## config.mk

```make
export PLATFORM = sky130hd
export DESIGN_NAME = controlUnit
export DESIGN_NICKNAME = d
export VERILOG_FILES = /design/src/logic/ctrlPkg.sv /design/src/logic/aluDecoder.sv /design/src/logic/controlOutputDecoder.sv /design/src/logic/controlSequencer.sv /design/src/logic/controlUnit.sv
export VERILOG_INCLUDE_DIRS = /design/src /design/src/include
export SDC_FILE = /design/constraint.sdc
export NUM_CORES = 1
export LEC_CHECK = 0
export CAP_MARGIN = 20
export CORE_AREA = 2 2 39 41
export DETAILED_ROUTE_END_ITERATION = 6
export DIE_AREA = 0 0 41 43
export DONT_BUFFER_PORTS = 1
export GPL_ROUTABILITY_DRIVEN = 0
export GPL_TIMING_DRIVEN = 0
export PLACE_DENSITY = 0.68
export SYNTH_ARGS = -nofsm -noshare
export SYNTH_HDL_FRONTEND = slang
export SYNTH_SLANG_ARGS = --single-unit
```

## constraint.sdc

```tcl
create_clock -name rst_i -period 4.4 [get_ports rst_i]
set_clock_uncertainty 0.15 [all_clocks]
set_input_delay 0.66 -clock rst_i [delete_from_list [all_inputs] [get_ports rst_i]]
set_output_delay 0.66 -clock rst_i [all_outputs]
set_load 0.01 [all_outputs]
```

## src/include/ctrl_macros.svh

```systemverilog
`ifndef CTRL_MACROS_SVH
`define CTRL_MACROS_SVH

// Instruction opcodes
`define OP_LW       6'h23
`define OP_SW       6'h2B
`define OP_RTYPE    6'h00
`define OP_POUT     6'h31   // Memory to UART transmit
`define OP_ADDI     6'h08
`define OP_ANDI     6'h0C

// R-type funct field values
`define FN_ADD      6'h20
`define FN_SUB      6'h22
`define FN_AND      6'h24
`define FN_OR       6'h25
`define FN_SLL      6'h00

// ALU control codes seen by the datapath ALU
`define ALU_ADD     3'd2
`define ALU_SUB     3'd6
`define ALU_AND     3'd0
`define ALU_OR      3'd1
`define ALU_SLL     3'd7

`endif

```

## src/logic/ctrlPkg.sv

```systemverilog
package ctrlPkg;

    typedef logic [5:0] opcode_t;   // Instruction bits 31:26
    typedef logic [5:0] funct_t;    // Instruction bits 5:0
    typedef logic [2:0] aluCtrl_t;
    typedef logic [1:0] aluOp_t;    // 0 add, 1 subtract, 2 from funct

    // ALU B operand: 0 register, 1 constant four, 2 sign-ext imm, 3 zero-ext imm
    typedef logic [1:0] aluSrcB_t;

    // Multicycle sequence, one state per datapath step
    typedef enum logic [3:0]
    {
        Fetch,
        Decode,
        MemAddr,
        MemRead,
        MemWriteBack,
        MemWrite,
        Execute,
        AluWriteBack,
        AddiExecute,
        AddiWriteBack,
        AndiExecute,
        AndiWriteBack,
        PoutMemAddr,
        PoutMemRead,
        PoutWriteBack
    } ctrlState_t;

endpackage

```

## src/logic/aluDecoder.sv

```systemverilog
`timescale 1ns/1ps
`include "ctrl_macros.svh"

module aluDecoder
(
    input  ctrlPkg::aluOp_t     aluOp_i,
    input  ctrlPkg::funct_t     funct_i,
    output ctrlPkg::aluCtrl_t   aluControl_o
);
    import ctrlPkg::*;

    aluCtrl_t functCode;    // R-type operation from funct

    always_comb
    begin
        case (funct_i)
            `FN_ADD:  functCode = `ALU_ADD;
            `FN_SUB:  functCode = `ALU_SUB;
            `FN_AND:  functCode = `ALU_AND;
            `FN_OR:   functCode = `ALU_OR;
            `FN_SLL:  functCode = `ALU_SLL;
            default:  functCode = `ALU_ADD;     // Unlisted funct falls back to add
        endcase
    end

    // Class picks a fixed op or defers to funct
    always_comb
    begin
        case (aluOp_i)
            2'd0:
                aluControl_o = `ALU_ADD;
            2'd1:
                aluControl_o = `ALU_SUB;
            default:
                aluControl_o = functCode;
        endcase
    end

endmodule

```

## src/logic/controlOutputDecoder.sv

```systemverilog
`timescale 1ns/1ps

module controlOutputDecoder
(
    input  ctrlPkg::ctrlState_t state_i,
    // Mux selects
    output logic                sendTx_o,
    output logic                memToReg_o,
    output logic                regDst_o,
    output logic                iorD_o,
    output logic                aluSrcA_o,
    output ctrlPkg::aluSrcB_t   aluSrcB_o,
    // Write enables
    output logic                irWrite_o,
    output logic                memWrite_o,
    output logic                pcWrite_o,
    output logic                regWrite_o,
    output logic                txRegWrite_o,
    output ctrlPkg::aluOp_t     aluOp_o
);
    import ctrlPkg::*;

    always_comb
    begin
        // Everything inactive unless the state asks for it
        sendTx_o     = 1'b0;
        memToReg_o   = 1'b0;
        regDst_o     = 1'b0;
        iorD_o       = 1'b0;
        aluSrcA_o    = 1'b0;
        aluSrcB_o    = 2'd0;
        irWrite_o    = 1'b0;
        memWrite_o   = 1'b0;
        pcWrite_o    = 1'b0;
        regWrite_o   = 1'b0;
        txRegWrite_o = 1'b0;
        aluOp_o      = 2'd0;

        case (state_i)
            Fetch:
            begin
                irWrite_o = 1'b1;
                pcWrite_o = 1'b1;
                aluSrcB_o = 2'd1;       // PC + 4
            end
            Decode:
            begin
                pcWrite_o = 1'b1;
                aluSrcB_o = 2'd1;
            end
            MemAddr, AddiExecute, PoutMemAddr:
            begin
                aluSrcA_o = 1'b1;       // Base register
                aluSrcB_o = 2'd2;       // Sign-extended offset
            end
            MemRead:
                iorD_o = 1'b1;
            MemWriteBack:
            begin
                memToReg_o = 1'b1;
                regWrite_o = 1'b1;
            end
            MemWrite:
            begin
                iorD_o     = 1'b1;
                memWrite_o = 1'b1;
            end
            Execute:
            begin
                aluSrcA_o = 1'b1;
                aluOp_o   = 2'd2;       // Funct decides
            end
            AluWriteBack:
            begin
                regDst_o   = 1'b1;      // rd destination
                regWrite_o = 1'b1;
            end
            AndiExecute:
            begin
                aluSrcA_o = 1'b1;
                aluSrcB_o = 2'd3;       // Zero-extended imm
                // Class 1, so the ALU gets the subtract code here
                aluOp_o   = 2'd1;
            end
            AddiWriteBack, AndiWriteBack:
                regWrite_o = 1'b1;
            PoutMemRead:
            begin
                iorD_o       = 1'b1;
                txRegWrite_o = 1'b1;    // Capture byte for UART
            end
            PoutWriteBack:
            begin
                memToReg_o = 1'b1;
                regWrite_o = 1'b1;
                sendTx_o   = 1'b1;      // Single-cycle transmit request
            end
            default:
                aluOp_o = 2'd0;
        endcase
    end

endmodule

```

## src/logic/controlSequencer.sv

```systemverilog
`timescale 1ns/1ps
`include "ctrl_macros.svh"

module controlSequencer
(
    input  logic                rst_i,      // Clock
    input  logic                clk_i,      // Async reset, active high
    input  ctrlPkg::opcode_t    opCode_i,
    input  logic                uartDone_i,
    output ctrlPkg::ctrlState_t state_o
);
    import ctrlPkg::*;

    ctrlState_t stateQ;
    ctrlState_t stateD;

    always_ff @(posedge rst_i or posedge clk_i)
    begin
        if (clk_i)
            stateQ <= Fetch;
        else
            stateQ <= stateD;
    end

    always_comb
    begin
        stateD = Fetch;     // Every path ends back here
        case (stateQ)
            Fetch:
                stateD = Decode;
            Decode:
            begin
                case (opCode_i)
                    `OP_LW, `OP_SW, `OP_POUT:
                        stateD = MemAddr;
                    `OP_RTYPE:
                        stateD = Execute;
                    `OP_ADDI:
                        stateD = AddiExecute;
                    `OP_ANDI:
                        stateD = AndiExecute;
                    default:
                        stateD = Fetch;     // Unknown opcode, skip it
                endcase
            end
            MemAddr:
            begin
                if (opCode_i == `OP_LW)
                    stateD = MemRead;
                else if (opCode_i == `OP_SW)
                    stateD = MemWrite;
                else if (opCode_i == `OP_POUT)
                    stateD = uartDone_i ? MemWrite : MemAddr;   // Wait for UART idle
            end
            MemRead:
                stateD = MemWriteBack;
            MemWrite:
                stateD = (opCode_i == `OP_POUT) ? PoutMemAddr : Fetch;
            Execute:
                stateD = AluWriteBack;
            AddiExecute:
                stateD = AddiWriteBack;
            AndiExecute:
                stateD = AndiWriteBack;
            PoutMemAddr:
                stateD = PoutMemRead;
            PoutMemRead:
                stateD = PoutWriteBack;
            MemWriteBack, AluWriteBack, AddiWriteBack, AndiWriteBack, PoutWriteBack:
                stateD = Fetch;
            default:
                stateD = Fetch;     // Unused encoding
        endcase
    end

    assign state_o = stateQ;

endmodule

```

## src/logic/controlUnit.sv

```systemverilog
`timescale 1ns/1ps

module controlUnit
(
    input  logic                rst_i,      // Clock
    input  logic                clk_i,      // Async reset, active high
    input  logic                uartDone_i,
    input  ctrlPkg::opcode_t    opCode_i,
    input  ctrlPkg::funct_t     funct_i,
    output logic                sendTx_o,
    output logic                memToReg_o,
    output logic                regDst_o,
    output logic                iorD_o,
    output logic                aluSrcA_o,
    output ctrlPkg::aluSrcB_t   aluSrcB_o,
    output logic                irWrite_o,
    output logic                memWrite_o,
    output logic                pcWrite_o,
    output logic                regWrite_o,
    output logic                txRegWrite_o,
    output ctrlPkg::aluCtrl_t   aluControl_o
);
    import ctrlPkg::*;

    ctrlState_t state;
    aluOp_t     aluOp;

    controlSequencer seq0
    (
        .rst_i      (rst_i),
        .clk_i      (clk_i),
        .opCode_i   (opCode_i),
        .uartDone_i (uartDone_i),
        .state_o    (state)
    );

    // Moore outputs straight from the state
    controlOutputDecoder outDec0
    (
        .state_i      (state),
        .sendTx_o     (sendTx_o),
        .memToReg_o   (memToReg_o),
        .regDst_o     (regDst_o),
        .iorD_o       (iorD_o),
        .aluSrcA_o    (aluSrcA_o),
        .aluSrcB_o    (aluSrcB_o),
        .irWrite_o    (irWrite_o),
        .memWrite_o   (memWrite_o),
        .pcWrite_o    (pcWrite_o),
        .regWrite_o   (regWrite_o),
        .txRegWrite_o (txRegWrite_o),
        .aluOp_o      (aluOp)
    );

    aluDecoder aluDec0
    (
        .aluOp_i      (aluOp),
        .funct_i      (funct_i),
        .aluControl_o (aluControl_o)
    );

endmodule

```

# After elaboration in Yosys (flattened, before gate mapping)
# Index checks and enable logic that the tools add are counted.
[totals] regBits=4 in_bits=15 output_inout_bits=15 elab_cells=56
[classes] eq_ne=23 muxes=21 n_reduce_logical=11
[ops] cell="$pmux 4 s10" n=1
[ops] cell="$eq 6x6->1 const B" n=6
[ops] cell="$eq 4x4->1 const B" n=7
[ops] cell="$eq 4x3->1 const B" n=4
[ops] cell="$mux 4" n=4
[ops] cell="$pmux 4 s4" n=1
[ops] cell="$eq 6x4->1 const B" n=2
[ops] cell="$logic_not 6->1" n=2
[ops] cell="$pmux 3 s4" n=1
[ops] cell="$mux 1" n=10
[ops] cell="$reduce_or 5->1" n=2
[ops] cell="$reduce_or 3->1" n=3
[ops] cell="$eq 4x2->1 const B" n=2
[ops] cell="$pmux 2 s3" n=1
[ops] cell="$pmux 3 s2" n=1
[ops] cell="$eq 4x1->1 const B" n=1
[ops] cell="$logic_not 4->1" n=1
[ops] cell="$pmux 2 s2" n=1
[ops] cell="$reduce_or 2->1" n=2
[ops] cell="$mux 3" n=1
[ops] cell="$eq 2x1->1 const B" n=1
[ops] cell="$logic_not 2->1" n=1

# Depth between registers and ports, before layout
# Gate-level depths: netlist of run 1.
[logic_depth] ltp_word=5 mapped_depth=5 mapped_depth_nobuf=4

# Hierarchy
# Synthesis of run 1 repeated with hierarchy kept, for this count alone.
[hier_totals] hier_cells=93 area_unflattened_um2=635.6
[modules_own_cells] module="controlSequencer" instances=1 cells_per_inst=48 area_each_um2=362.8 seq_area_each_um2=100.1
[modules_own_cells] module="controlOutputDecoder" instances=1 cells_per_inst=35 area_each_um2=206.4 seq_area_each_um2=0.0
[modules_own_cells] module="aluDecoder" instances=1 cells_per_inst=10 area_each_um2=66.3 seq_area_each_um2=0.0

# Least setup slack after synthesis of run 1
# Ideal clock, no wire load.
[synth_timing] kind="input port to output port" startpoint="input funct_i[3]" endpoint="output aluControl_o[2]" arrival_time_ns=1.715 t_required_ns=3.590 setup_slack_ns=1.875 cell_stages=3 n_path_buf=0 path_cell_list="or3_1 -> or4_1 -> a21oi_1"
[synth_between] elab_chain_cells=3 elab_cells_between_ends=6 cone_classes="3 x eq/ne; 2 x mux; 1 x reduce/logical"
[synth_rtl] element="start, declared" line="controlUnit.sv:9" text="input ctrlPkg::funct_t funct_i,"
[synth_rtl] element="$eq 6x6->1 / $logic_not 6->1 (equally long branches)" line="aluDecoder.sv:16" text="case (funct_i)"
[synth_rtl] element="$pmux 3 s4 (*)" line="aluDecoder.sv:16"
[synth_rtl] element="$pmux 3 s2 (*)" line="aluDecoder.sv:29" text="case (aluOp_i)"
[synth_rtl] element="end, declared" line="controlUnit.sv:21" text="output ctrlPkg::aluCtrl_t aluControl_o"
# Mark *: on every way between the ends. The rest lies on a longest branch, timed or not.

# Worst setup path in the final report of run 1
[layout_timing] startpoint="register seq0.stateQ[1], in the netlist seq0.state_o[1]" endpoint="output aluControl_o[0]"
[layout_between] elab_chain_cells=4 elab_cells_between_ends=6 cone_classes="3 x eq/ne; 2 x mux; 1 x reduce/logical"
[layout_rtl] element="start, declared" line="controlSequencer.sv:14" text="ctrlState_t stateQ;"
[layout_rtl] element="start signal, assigned" line="controlSequencer.sv:20" text="stateQ <= Fetch;"
[layout_rtl] element="start signal, assigned" line="controlSequencer.sv:22" text="stateQ <= stateD;"
[layout_rtl] element="$eq 4x4->1 / $eq 4x3->1 (equally long branches)" line="controlOutputDecoder.sv:39" text="case (state_i)"
[layout_rtl] element="$pmux 2 s2 (*)" line="controlOutputDecoder.sv:39"
[layout_rtl] element="$eq 2x1->1 / $logic_not 2->1 (equally long branches)" line="aluDecoder.sv:29"
[layout_rtl] element="$pmux 3 s2 (*)" line="aluDecoder.sv:29"
# Marked as above.

==> reports/results.ini, run 1 <==
[drt]
post-route-drc-count = 0
finalWirelength_um = 1450
vias_per_cell = 6.30
dr.pass1.iters = 4
drt_iter0_drc = 15
antenna_left = 0
num_vias = 649
wl_per_cell_um = 14.1

[cts]
clock_latency_ns = 0.23
cts_tree = yes
cts_num_sinks = 4
cts_resized = 0
numCtsBuffers = 3
clockRootBuffer = clkbuf_4
clk_path_buf_depth = 2
cts_setup_buffers = 0
postCtsHoldBufs = 0
clk_pin_slew_ns = 0.04
h-tree-depth = 1

[sta]
post-route-period-util = 0.627
finalSetupViolCount = 0
hold_viol = 0
worst_slew_pin_slew_ns = 0.504
final.min_clock_period_ns = 2.76
fmax_mhz = 363
setup_ws_ns = 1.64
slew_headroom = 0.661
slew_violations = 0
fin_tns_setup_ns = 0
rsz0062_at_grt = no

[worst_setup_path]
reg2reg_slack_ns = 2.58
critPathLaunchType = flip-flop
crit_required_ns = 3.59
path_class = flip-flop to output pin
critPathCaptureType = output pin
reg2reg_depth = 5
crit_path_max_fanout = 10
crit_arrival_ns = 1.95
r2r-end = seq0.state_o[1]
r2r_start = seq0.state_o[0]
crit_path_start = seq0.state_o[1]

[floorplan]
die_w_um = 41
io_pins = 30
fp-row-count = 14
start_util = 0.420
core_area_um2 = 1380
die_area_um2 = 1760
die_h_um = 43

[logic_synthesis]
synthesis.area_um2 = 582
yosysSeqAreaShare = 0.172
yosys.area.top_type = dfrtp_1
ys_async_sr_fraction = 1.00
synth_top_area_frac = 0.172
avgSynthCellArea_um2 = 6.93
synth_top_flop_cell = dfrtp_1
netlist_instances = 84
synthTopCellsByArea = dfrtp_1 17%, nor2_1 7.1%, nand2b_1 6.5%
synth_warnings = 0
synthDistinctLibCells = 36
synth-edff-count = 0
synth_nets = 99
synth-seq-cells = 4

[placed_design]
place_ws_ns = 1.82
io_buffer_count = 0
dp_hpwl_um = 1100

[global_route]
grt_pass1_vias = 532
grt_max_degree = 11
grt_pass1_wl_um = 2190
grt_antenna_before_repair = 0
grt-ovfl-total = 0
grtUsageTotal = 0.180

[finish]
area_growth_pct = 7.31
antennaDiodeCount = 0
post-route-util = 0.451
layout-drive-gt1-share = 0.0690
final_nets = 104
largest_register_ffs = 4

[power]
cellLeakagePower_nw = 0.204
p_per_area_nw_per_um2 = 299
irDropWorstVdd_v = 0.000122

[worst_hold_path]
holdCritPathClass = input pin to asynchronous set/reset pin

[outcome]
status = completed

[flow_run]
drv_cap = 0

[cells by family after synthesis]
| logic type | Yosys count | share of synthesized area |
|---|---|---|
| flip-flops | 4 | 0.172 |
| AO/OA/AOI/OAI | 22 | 0.243 |
| buffers and inverters | 9 | 0.0710 |
| XOR/XNOR | 2 | 0.0301 |
| AND/OR/NAND/NOR | 47 | 0.484 |
[where the power goes]
part / total, mW / switching (mW) / internal, mW
Combinational: 0.0936 / 0.0629 / 0.0306
Clock: 0.0446 / 0.0142 / 0.0304
Sequential: 0.0484 / 0.00459 / 0.0438
Total: 0.187 / 0.0817 / 0.105
[layout by cell type, fill, tap and decap left out, types with 2 or more instances in the layout]
cell type,instances
a31oi_1,2
and3_1,2
nand3b_1,2
nand2b_1,6
clkbuf_1,4
clkbuf_4,3
or3_1,3
a21oi_1,7
nor2b_1,3
nor2_1,11
nor4_1,3
inv_1,3
nand2_1,3
nand3_1,3
o21ai_0,4
dfrtp_1,4
nand4bb_1,2
nor3_1,3
[per-layer routing]
layer	part of all wire	wire length [um]	GRT usage	vias to the layer above
li1	-	-	-	321
met3	0.11	153	0.0471	2
met1	0.41	597	0.238	289
met4	0.013	19	0.0800	0
met5	0	0	0	-
met2	0.47	679	0.266	37
[synth_stat cells (all sizes together) (2+ instances only)]
cell type / number
a21oi: 7
a31oi: 2
and3: 2
buf: 2
clkbuf: 4
dfrtp: 4
inv: 3
nand2: 3
nand2b: 7
nand3: 3
nand3b: 2
nand4bb: 2
nor2: 11
nor2b: 3
nor3: 3
nor4: 3
o21ai: 4
or3: 3
[worst max-delay path by stage]
stage                      endpoint  slack, ns  depth (start not counted)
finish              aluControl_o[0]       1.64                          4
global route        aluControl_o[0]       1.45                          4
CTS                 aluControl_o[0]       1.65                          4
detailed placement  aluControl_o[2]       1.82                          3
global placement    aluControl_o[2]       1.83                          3
floorplan           aluControl_o[2]       1.88                          3
[stage by stage]
| stage | instances | hold slack [ns] | power, mW | area [um^2] |
|---|---|---|---|---|
| global route | 103 | 0.0439 | 0.204 | 624 |
| floorplan | 84 | 0.276 | 0.124 | 582 |
| finish | 103 | 0.0381 | 0.187 | 624 |
| global placement | 100 | 0.284 | 0.140 | 602 |
| detailed placement | 100 | 0.285 | 0.141 | 602 |
| CTS | 103 | 0.0382 | 0.187 | 624 |
[critical path, cell delays in order, from the launching register on]
cell and delay (ns):
dfrtp_1 0.39, buf_1 0.38, nand2b_1 0.27, nor3_1 0.30
a21boi_0 0.37
[area by class of cell]
cell class / instances / area, um^2
fill: 143 / 759
multi-input combinational: 71 / 440
sequential: 4 / 100
buffer: 6 / 30.0
clock buffer: 3 / 22.5
tap: 16 / 20.0
inverter: 3 / 11.3
Power figures use the tool's default switching activity.
==> run 2, diff against run 1 <==
--- a/config.mk
+++ b/config.mk
@@ -13,7 +13,7 @@
 export DONT_BUFFER_PORTS = 1
 export GPL_ROUTABILITY_DRIVEN = 0
 export GPL_TIMING_DRIVEN = 0
-export PLACE_DENSITY = 0.68
+export PLACE_DENSITY = 0.7
 export SYNTH_ARGS = -nofsm -noshare
 export SYNTH_HDL_FRONTEND = slang
 export SYNTH_SLANG_ARGS = --single-unit
==> constraint.sdc (replaced) <==
create_clock -name rst_i -period 2.4 [get_ports rst_i]
set_clock_uncertainty 0.15 [all_clocks]
set_input_delay 0.36 -clock rst_i [delete_from_list [all_inputs] [get_ports rst_i]]
set_output_delay 0.36 -clock rst_i [all_outputs]
set_load 0.01 [all_outputs]
==> run 2 against run 1 <==
Effect of this change: sequential share of layout area decreased by 0.88 points; sequential cell count stayed put; cell count up 0.97%; clock power is 91% higher; largest cell class unchanged; critical endpoint is now aluControl_o[2]; count of clock-buffer cells in the layout unchanged; highest routed layer unchanged; setup slack worse by 1.6 ns; combinational power up 88%; critical path depth increased by 1; non-clock buffer count is 1 higher; core utilization rose by 2.6 points; via count grew 0.92%.
==> reports/results.ini, run 2 (synthesized netlist as in run 1, its figures left out) <==
[outcome]
status = completed

[global_route]
grt_util_met2 = 0.263
use_met3 = 0.0419
grt_max_degree = 15
gr-usage-met1 = 0.253
grt_pass1_wl_um = 2280
grtUsageTotal = 0.187
grt-ovfl-total = 0
top_usage_layer = met2
grt_antenna_before_repair = 0
grt_pass1_vias = 564

[floorplan]
core_area_um2 = 1380
die_h_um = 43
die_area_um2 = 1760
die_w_um = 41
fp-row-count = 14
start_util = 0.420
io_pins = 30

[worst_setup_path]
crit_path_start = seq0.state_o[3]
reg2reg_depth = 5
crit_required_ns = 1.89
r2r_start = seq0.state_o[0]
reg2reg_slack_ns = 0.68
crit_arrival_ns = 1.88
crit_path_max_fanout = 3
r2r-end = seq0.state_o[1]
path_class = flip-flop to output pin
critPathLaunchType = flip-flop
critPathCaptureType = output pin

[sta]
post-route-period-util = 0.998
setup_ws_ns = 0.00538
rsz0062_at_grt = yes
fmax_mhz = 418
finalSetupViolCount = 0
hold_viol = 0
worst_slew_pin_slew_ns = 0.532
fin_tns_setup_ns = 0
slew_headroom = 0.642
slew_violations = 0
final.min_clock_period_ns = 2.39

[placed_design]
place_ws_ns = 0.222
io_buffer_count = 0
place_area_um2 = 602
dp_hpwl_um = 1120
placedCellCount = 100

[finish]
layout-drive-gt1-share = 0.125
final_common_cell = nor2_1
stdcell_count = 104
largest_register_ffs = 4
final_nets = 105
area_growth_pct = 13.5
post-route-util = 0.477
antennaDiodeCount = 0
most-common-layout-cells = 11 x nor2_1, 6 x a21oi_1, 5 x nand2b_1
stdcell_area_um2 = 661

[cts]
clk_pin_slew_ns = 0.04
clock_latency_ns = 0.24
h-tree-depth = 1
clockRootBuffer = clkbuf_4
cts_tree = yes
numCtsBuffers = 3
clk_path_buf_depth = 2
cts_num_sinks = 4

[drt]
num_vias = 655
finalWirelength_um = 1490
wl_per_cell_um = 14.3
post-route-drc-count = 0
vias_per_cell = 6.30
drt_iter0_drc = 19
dr.pass1.iters = 4
antenna_left = 0

[power]
cellLeakagePower_nw = 0.217
irDropWorstVdd_v = 0.000198
p_per_area_nw_per_um2 = 535

[worst_hold_path]
holdCritPathClass = input pin to asynchronous set/reset pin

[flow_run]
drv_cap = 0

==> run 2: layout make-up <==
class                      instances  area, um^2
buffer                             5        26.3
clock buffer                       3        22.5
fill                             144         723
inverter                           3        11.3
multi-input combinational         71         463
sequential                         4         100
tap                               16        20.0
timing repair buffer               2        17.5
==> run 2: routing by layer <==
| layer | vias up | part of all wire |
|---|---|---|
| met5 | - | 0 |
| li1 | 316 | - |
| met2 | 37 | 0.45 |
| met3 | 5 | 0.092 |
| met4 | 0 | 0.023 |
| met1 | 297 | 0.43 |
==> run 2: critical path, stage by stage (launching register included) <==
cell and delay (ns):
dfrtp_1 0.36, buf_6 0.11, nand2b_4 0.13, or3_4 0.33, or4_4 0.53, a21oi_4 0.18
==> run 2: worst max-delay path by stage <==
stage | cells past startpoint | slack (ns) | endpoint
6_report | 5 | 0.005 | aluControl_o[2]
5_1_grt | 5 | -0.05 | aluControl_o[2]
4_1_cts | 5 | 0.01 | aluControl_o[2]
3_5_place_dp | 5 | 0.22 | aluControl_o[2]
3_3_place_gp | 5 | 0.23 | aluControl_o[2]
2_1_floorplan | 5 | 0.28 | aluControl_o[2]
==> run 2: power breakdown <==
part / internal [mW] / switching [mW]
Sequential: 0.0803 / 0.0119
Combinational: 0.0607 / 0.115
Clock: 0.0560 / 0.0291
==> run 2: what timing repair did <==
item                                    4_1_cts  5_1_grt
resized for setup                             1        5
setup buffers                                 0        1
pin swaps                                     0        2
endpoints found under the hold margin         4        0
hold buffers                                  1        0
endpoints found under the setup margin        2        2
==> run 2: metrics by stage <==
step	power [mW]	hold slack, ns
floorplan	0.227	-0.0239
global placement	0.257	-0.0157
detailed placement	0.261	-0.0106
CTS	0.348	0.303
global route	0.387	0.322
finish	0.353	0.296
==> run 3, diff against run 2 <==
--- a/config.mk
+++ b/config.mk
@@ -7,13 +7,15 @@
 export NUM_CORES = 1
 export LEC_CHECK = 0
 export CAP_MARGIN = 20
-export CORE_AREA = 2 2 39 41
+export CELL_PAD_IN_SITES_DETAIL_PLACEMENT = 0
+export CELL_PAD_IN_SITES_GLOBAL_PLACEMENT = 1
+export CORE_UTILIZATION = 36
 export DETAILED_ROUTE_END_ITERATION = 6
-export DIE_AREA = 0 0 41 43
 export DONT_BUFFER_PORTS = 1
 export GPL_ROUTABILITY_DRIVEN = 0
 export GPL_TIMING_DRIVEN = 0
-export PLACE_DENSITY = 0.7
+export PLACE_DENSITY = 0.82
+export SETUP_SLACK_MARGIN = 0.2
 export SYNTH_ARGS = -nofsm -noshare
 export SYNTH_HDL_FRONTEND = slang
 export SYNTH_SLANG_ARGS = --single-unit
==> run 3 against run 2 <==
Effect of this change: die area grew 1.0%; core utilization is 3.6 points lower; sequential cell count unchanged; first-iteration DRC count is 42% lower; setup slack better by 0.027 ns; largest cell class unchanged.
==> reports/results.ini, run 3 (synthesized netlist as in run 1, its figures left out) <==
[global_route]
grt_antenna_before_repair = 0
grt-ovfl-total = 0
grt_pass1_wl_um = 2510
grtUsageTotal = 0.180
grt_pass1_vias = 606
grt_max_degree = 11

[cts]
cts_tree = yes
clockRootBuffer = clkbuf_4
h-tree-depth = 1
clock_latency_ns = 0.24
cts_num_sinks = 4
clk_path_buf_depth = 2
clk_pin_slew_ns = 0.04
cts_setup_buffers = 0
numCtsBuffers = 3

[worst_setup_path]
path_class = flip-flop to output pin
critPathCaptureType = output pin
crit_arrival_ns = 1.86
crit_required_ns = 1.89
crit_path_max_fanout = 8
critPathLaunchType = flip-flop

[drt]
num_vias = 636
drt_iter0_drc = 11
wl_per_cell_um = 13.9
antenna_left = 0
vias_per_cell = 6.12
dr.pass1.iters = 3
finalWirelength_um = 1450
post-route-drc-count = 0

[worst_hold_path]
holdCritPathClass = input pin to asynchronous set/reset pin

[sta]
finalSetupViolCount = 0
fmax_mhz = 422
slew_violations = 0
post-route-period-util = 0.987
final.min_clock_period_ns = 2.37
slew_headroom = 0.641
rsz0062_at_grt = yes
worst_slew_pin_slew_ns = 0.533
hold_viol = 0

[floorplan]
start_util = 0.386
core_area_um2 = 1510
die_area_um2 = 1780
die_h_um = 42.2
io_pins = 30
die_w_um = 42.2
fp-row-count = 14

[power]
p_total_mw = 0.352
irDropWorstVdd_v = 0.000202
p_per_area_nw_per_um2 = 529
cellLeakagePower_nw = 0.227

[finish]
antennaDiodeCount = 0
area_growth_pct = 14.4
stdcell_count = 104
most-common-layout-cells = 11 x nor2_1, 6 x a21oi_1, 5 x nand2b_1, 4 x o21ai_0, 4 x dfrtp_1
layout-drive-gt1-share = 0.170
final_common_cell = nor2_1
largest_register_ffs = 4
final_nets = 105

[placed_design]
dp_hpwl_um = 1140
placedCellCount = 100
io_buffer_count = 0

[outcome]
status = completed

[flow_run]
drv_cap = 0

==> run 3: worst max-delay path, stage by stage (launching register included) <==
cell and delay [ns]:
dfrtp_1 0.36, buf_6 0.13, nand2b_4 0.14, or3_4 0.33, or4_4 0.50, a21oi_4 0.16
==> run 3: per-stage QoR <==
stage	area [um^2]	hold WS, ns	utilization	TNS (ns)	setup slack [ns]
global placement	602	-0.0164	0.400	0	0.218
detailed placement	602	-0.0140	0.400	0	0.209
global route	666	0.305	0.442	-0.0207	-0.0207
finish	666	0.292	0.442	0	0.0319
floorplan	582	-0.0239	-	0	0.285
CTS	659	0.294	0.438	0	0.00460
==> run 3: metal layers <==
| metal | up-vias | global-route usage | routed length, um |
|---|---|---|---|
| li1 | 315 | - | - |
| met1 | 294 | 0.239 | 656 |
| met2 | 23 | 0.277 | 666 |
| met3 | 4 | 0.0302 | 100 |
| met4 | 0 | 0.0938 | 25 |
| met5 | - | 0 | 0 |
==> run 3: final timing paths <==
check | endpoint | slack, ns | startpoint | cells after the start
worst max-delay path | aluControl_o[2] | 0.03 | seq0.state_o[3] | 5
worst min-delay path | seq0.state_o[1] | 0.29 | clk_i | 2
worst max register to register | seq0.state_o[1] | 0.81 | seq0.state_o[0] | 5
worst min register to register | seq0.state_o[3] | 0.57 | seq0.state_o[0] | 3
max in group asynchronous | seq0.state_o[0] | 1.67 | clk_i | 2
min in group rst_i | seq0.state_o[3] | 0.37 | opCode_i[3] | 3
==> run 3: layout make-up <==
class	count	area [um^2]
plain buffers	6	35.0
clock buffers	3	22.5
fillers	166	841
inverters	3	11.3
multi-input cells	71	467
flip-flops and latches	4	100
well taps	16	20.0
repair buffers	1	10.0
==> run 3: what timing repair did <==
item,in CTS,in global routing
hold buffers,1,0
pin swaps,1,1
resized for setup,8,6
cloned,0,0
setup endpoints to repair,3,6
endpoints found under the hold margin,4,0
==> run 3: power breakdown <==
group / internal [mW] / leakage, nW / switching (mW) / total, mW
Clock: 0.0559 / 0.0138 / 0.0272 / 0.0831
Combinational: 0.0624 / 0.160 / 0.117 / 0.180
Sequential: 0.0804 / 0.0533 / 0.00887 / 0.0892
Total: 0.199 / 0.227 / 0.154 / 0.352
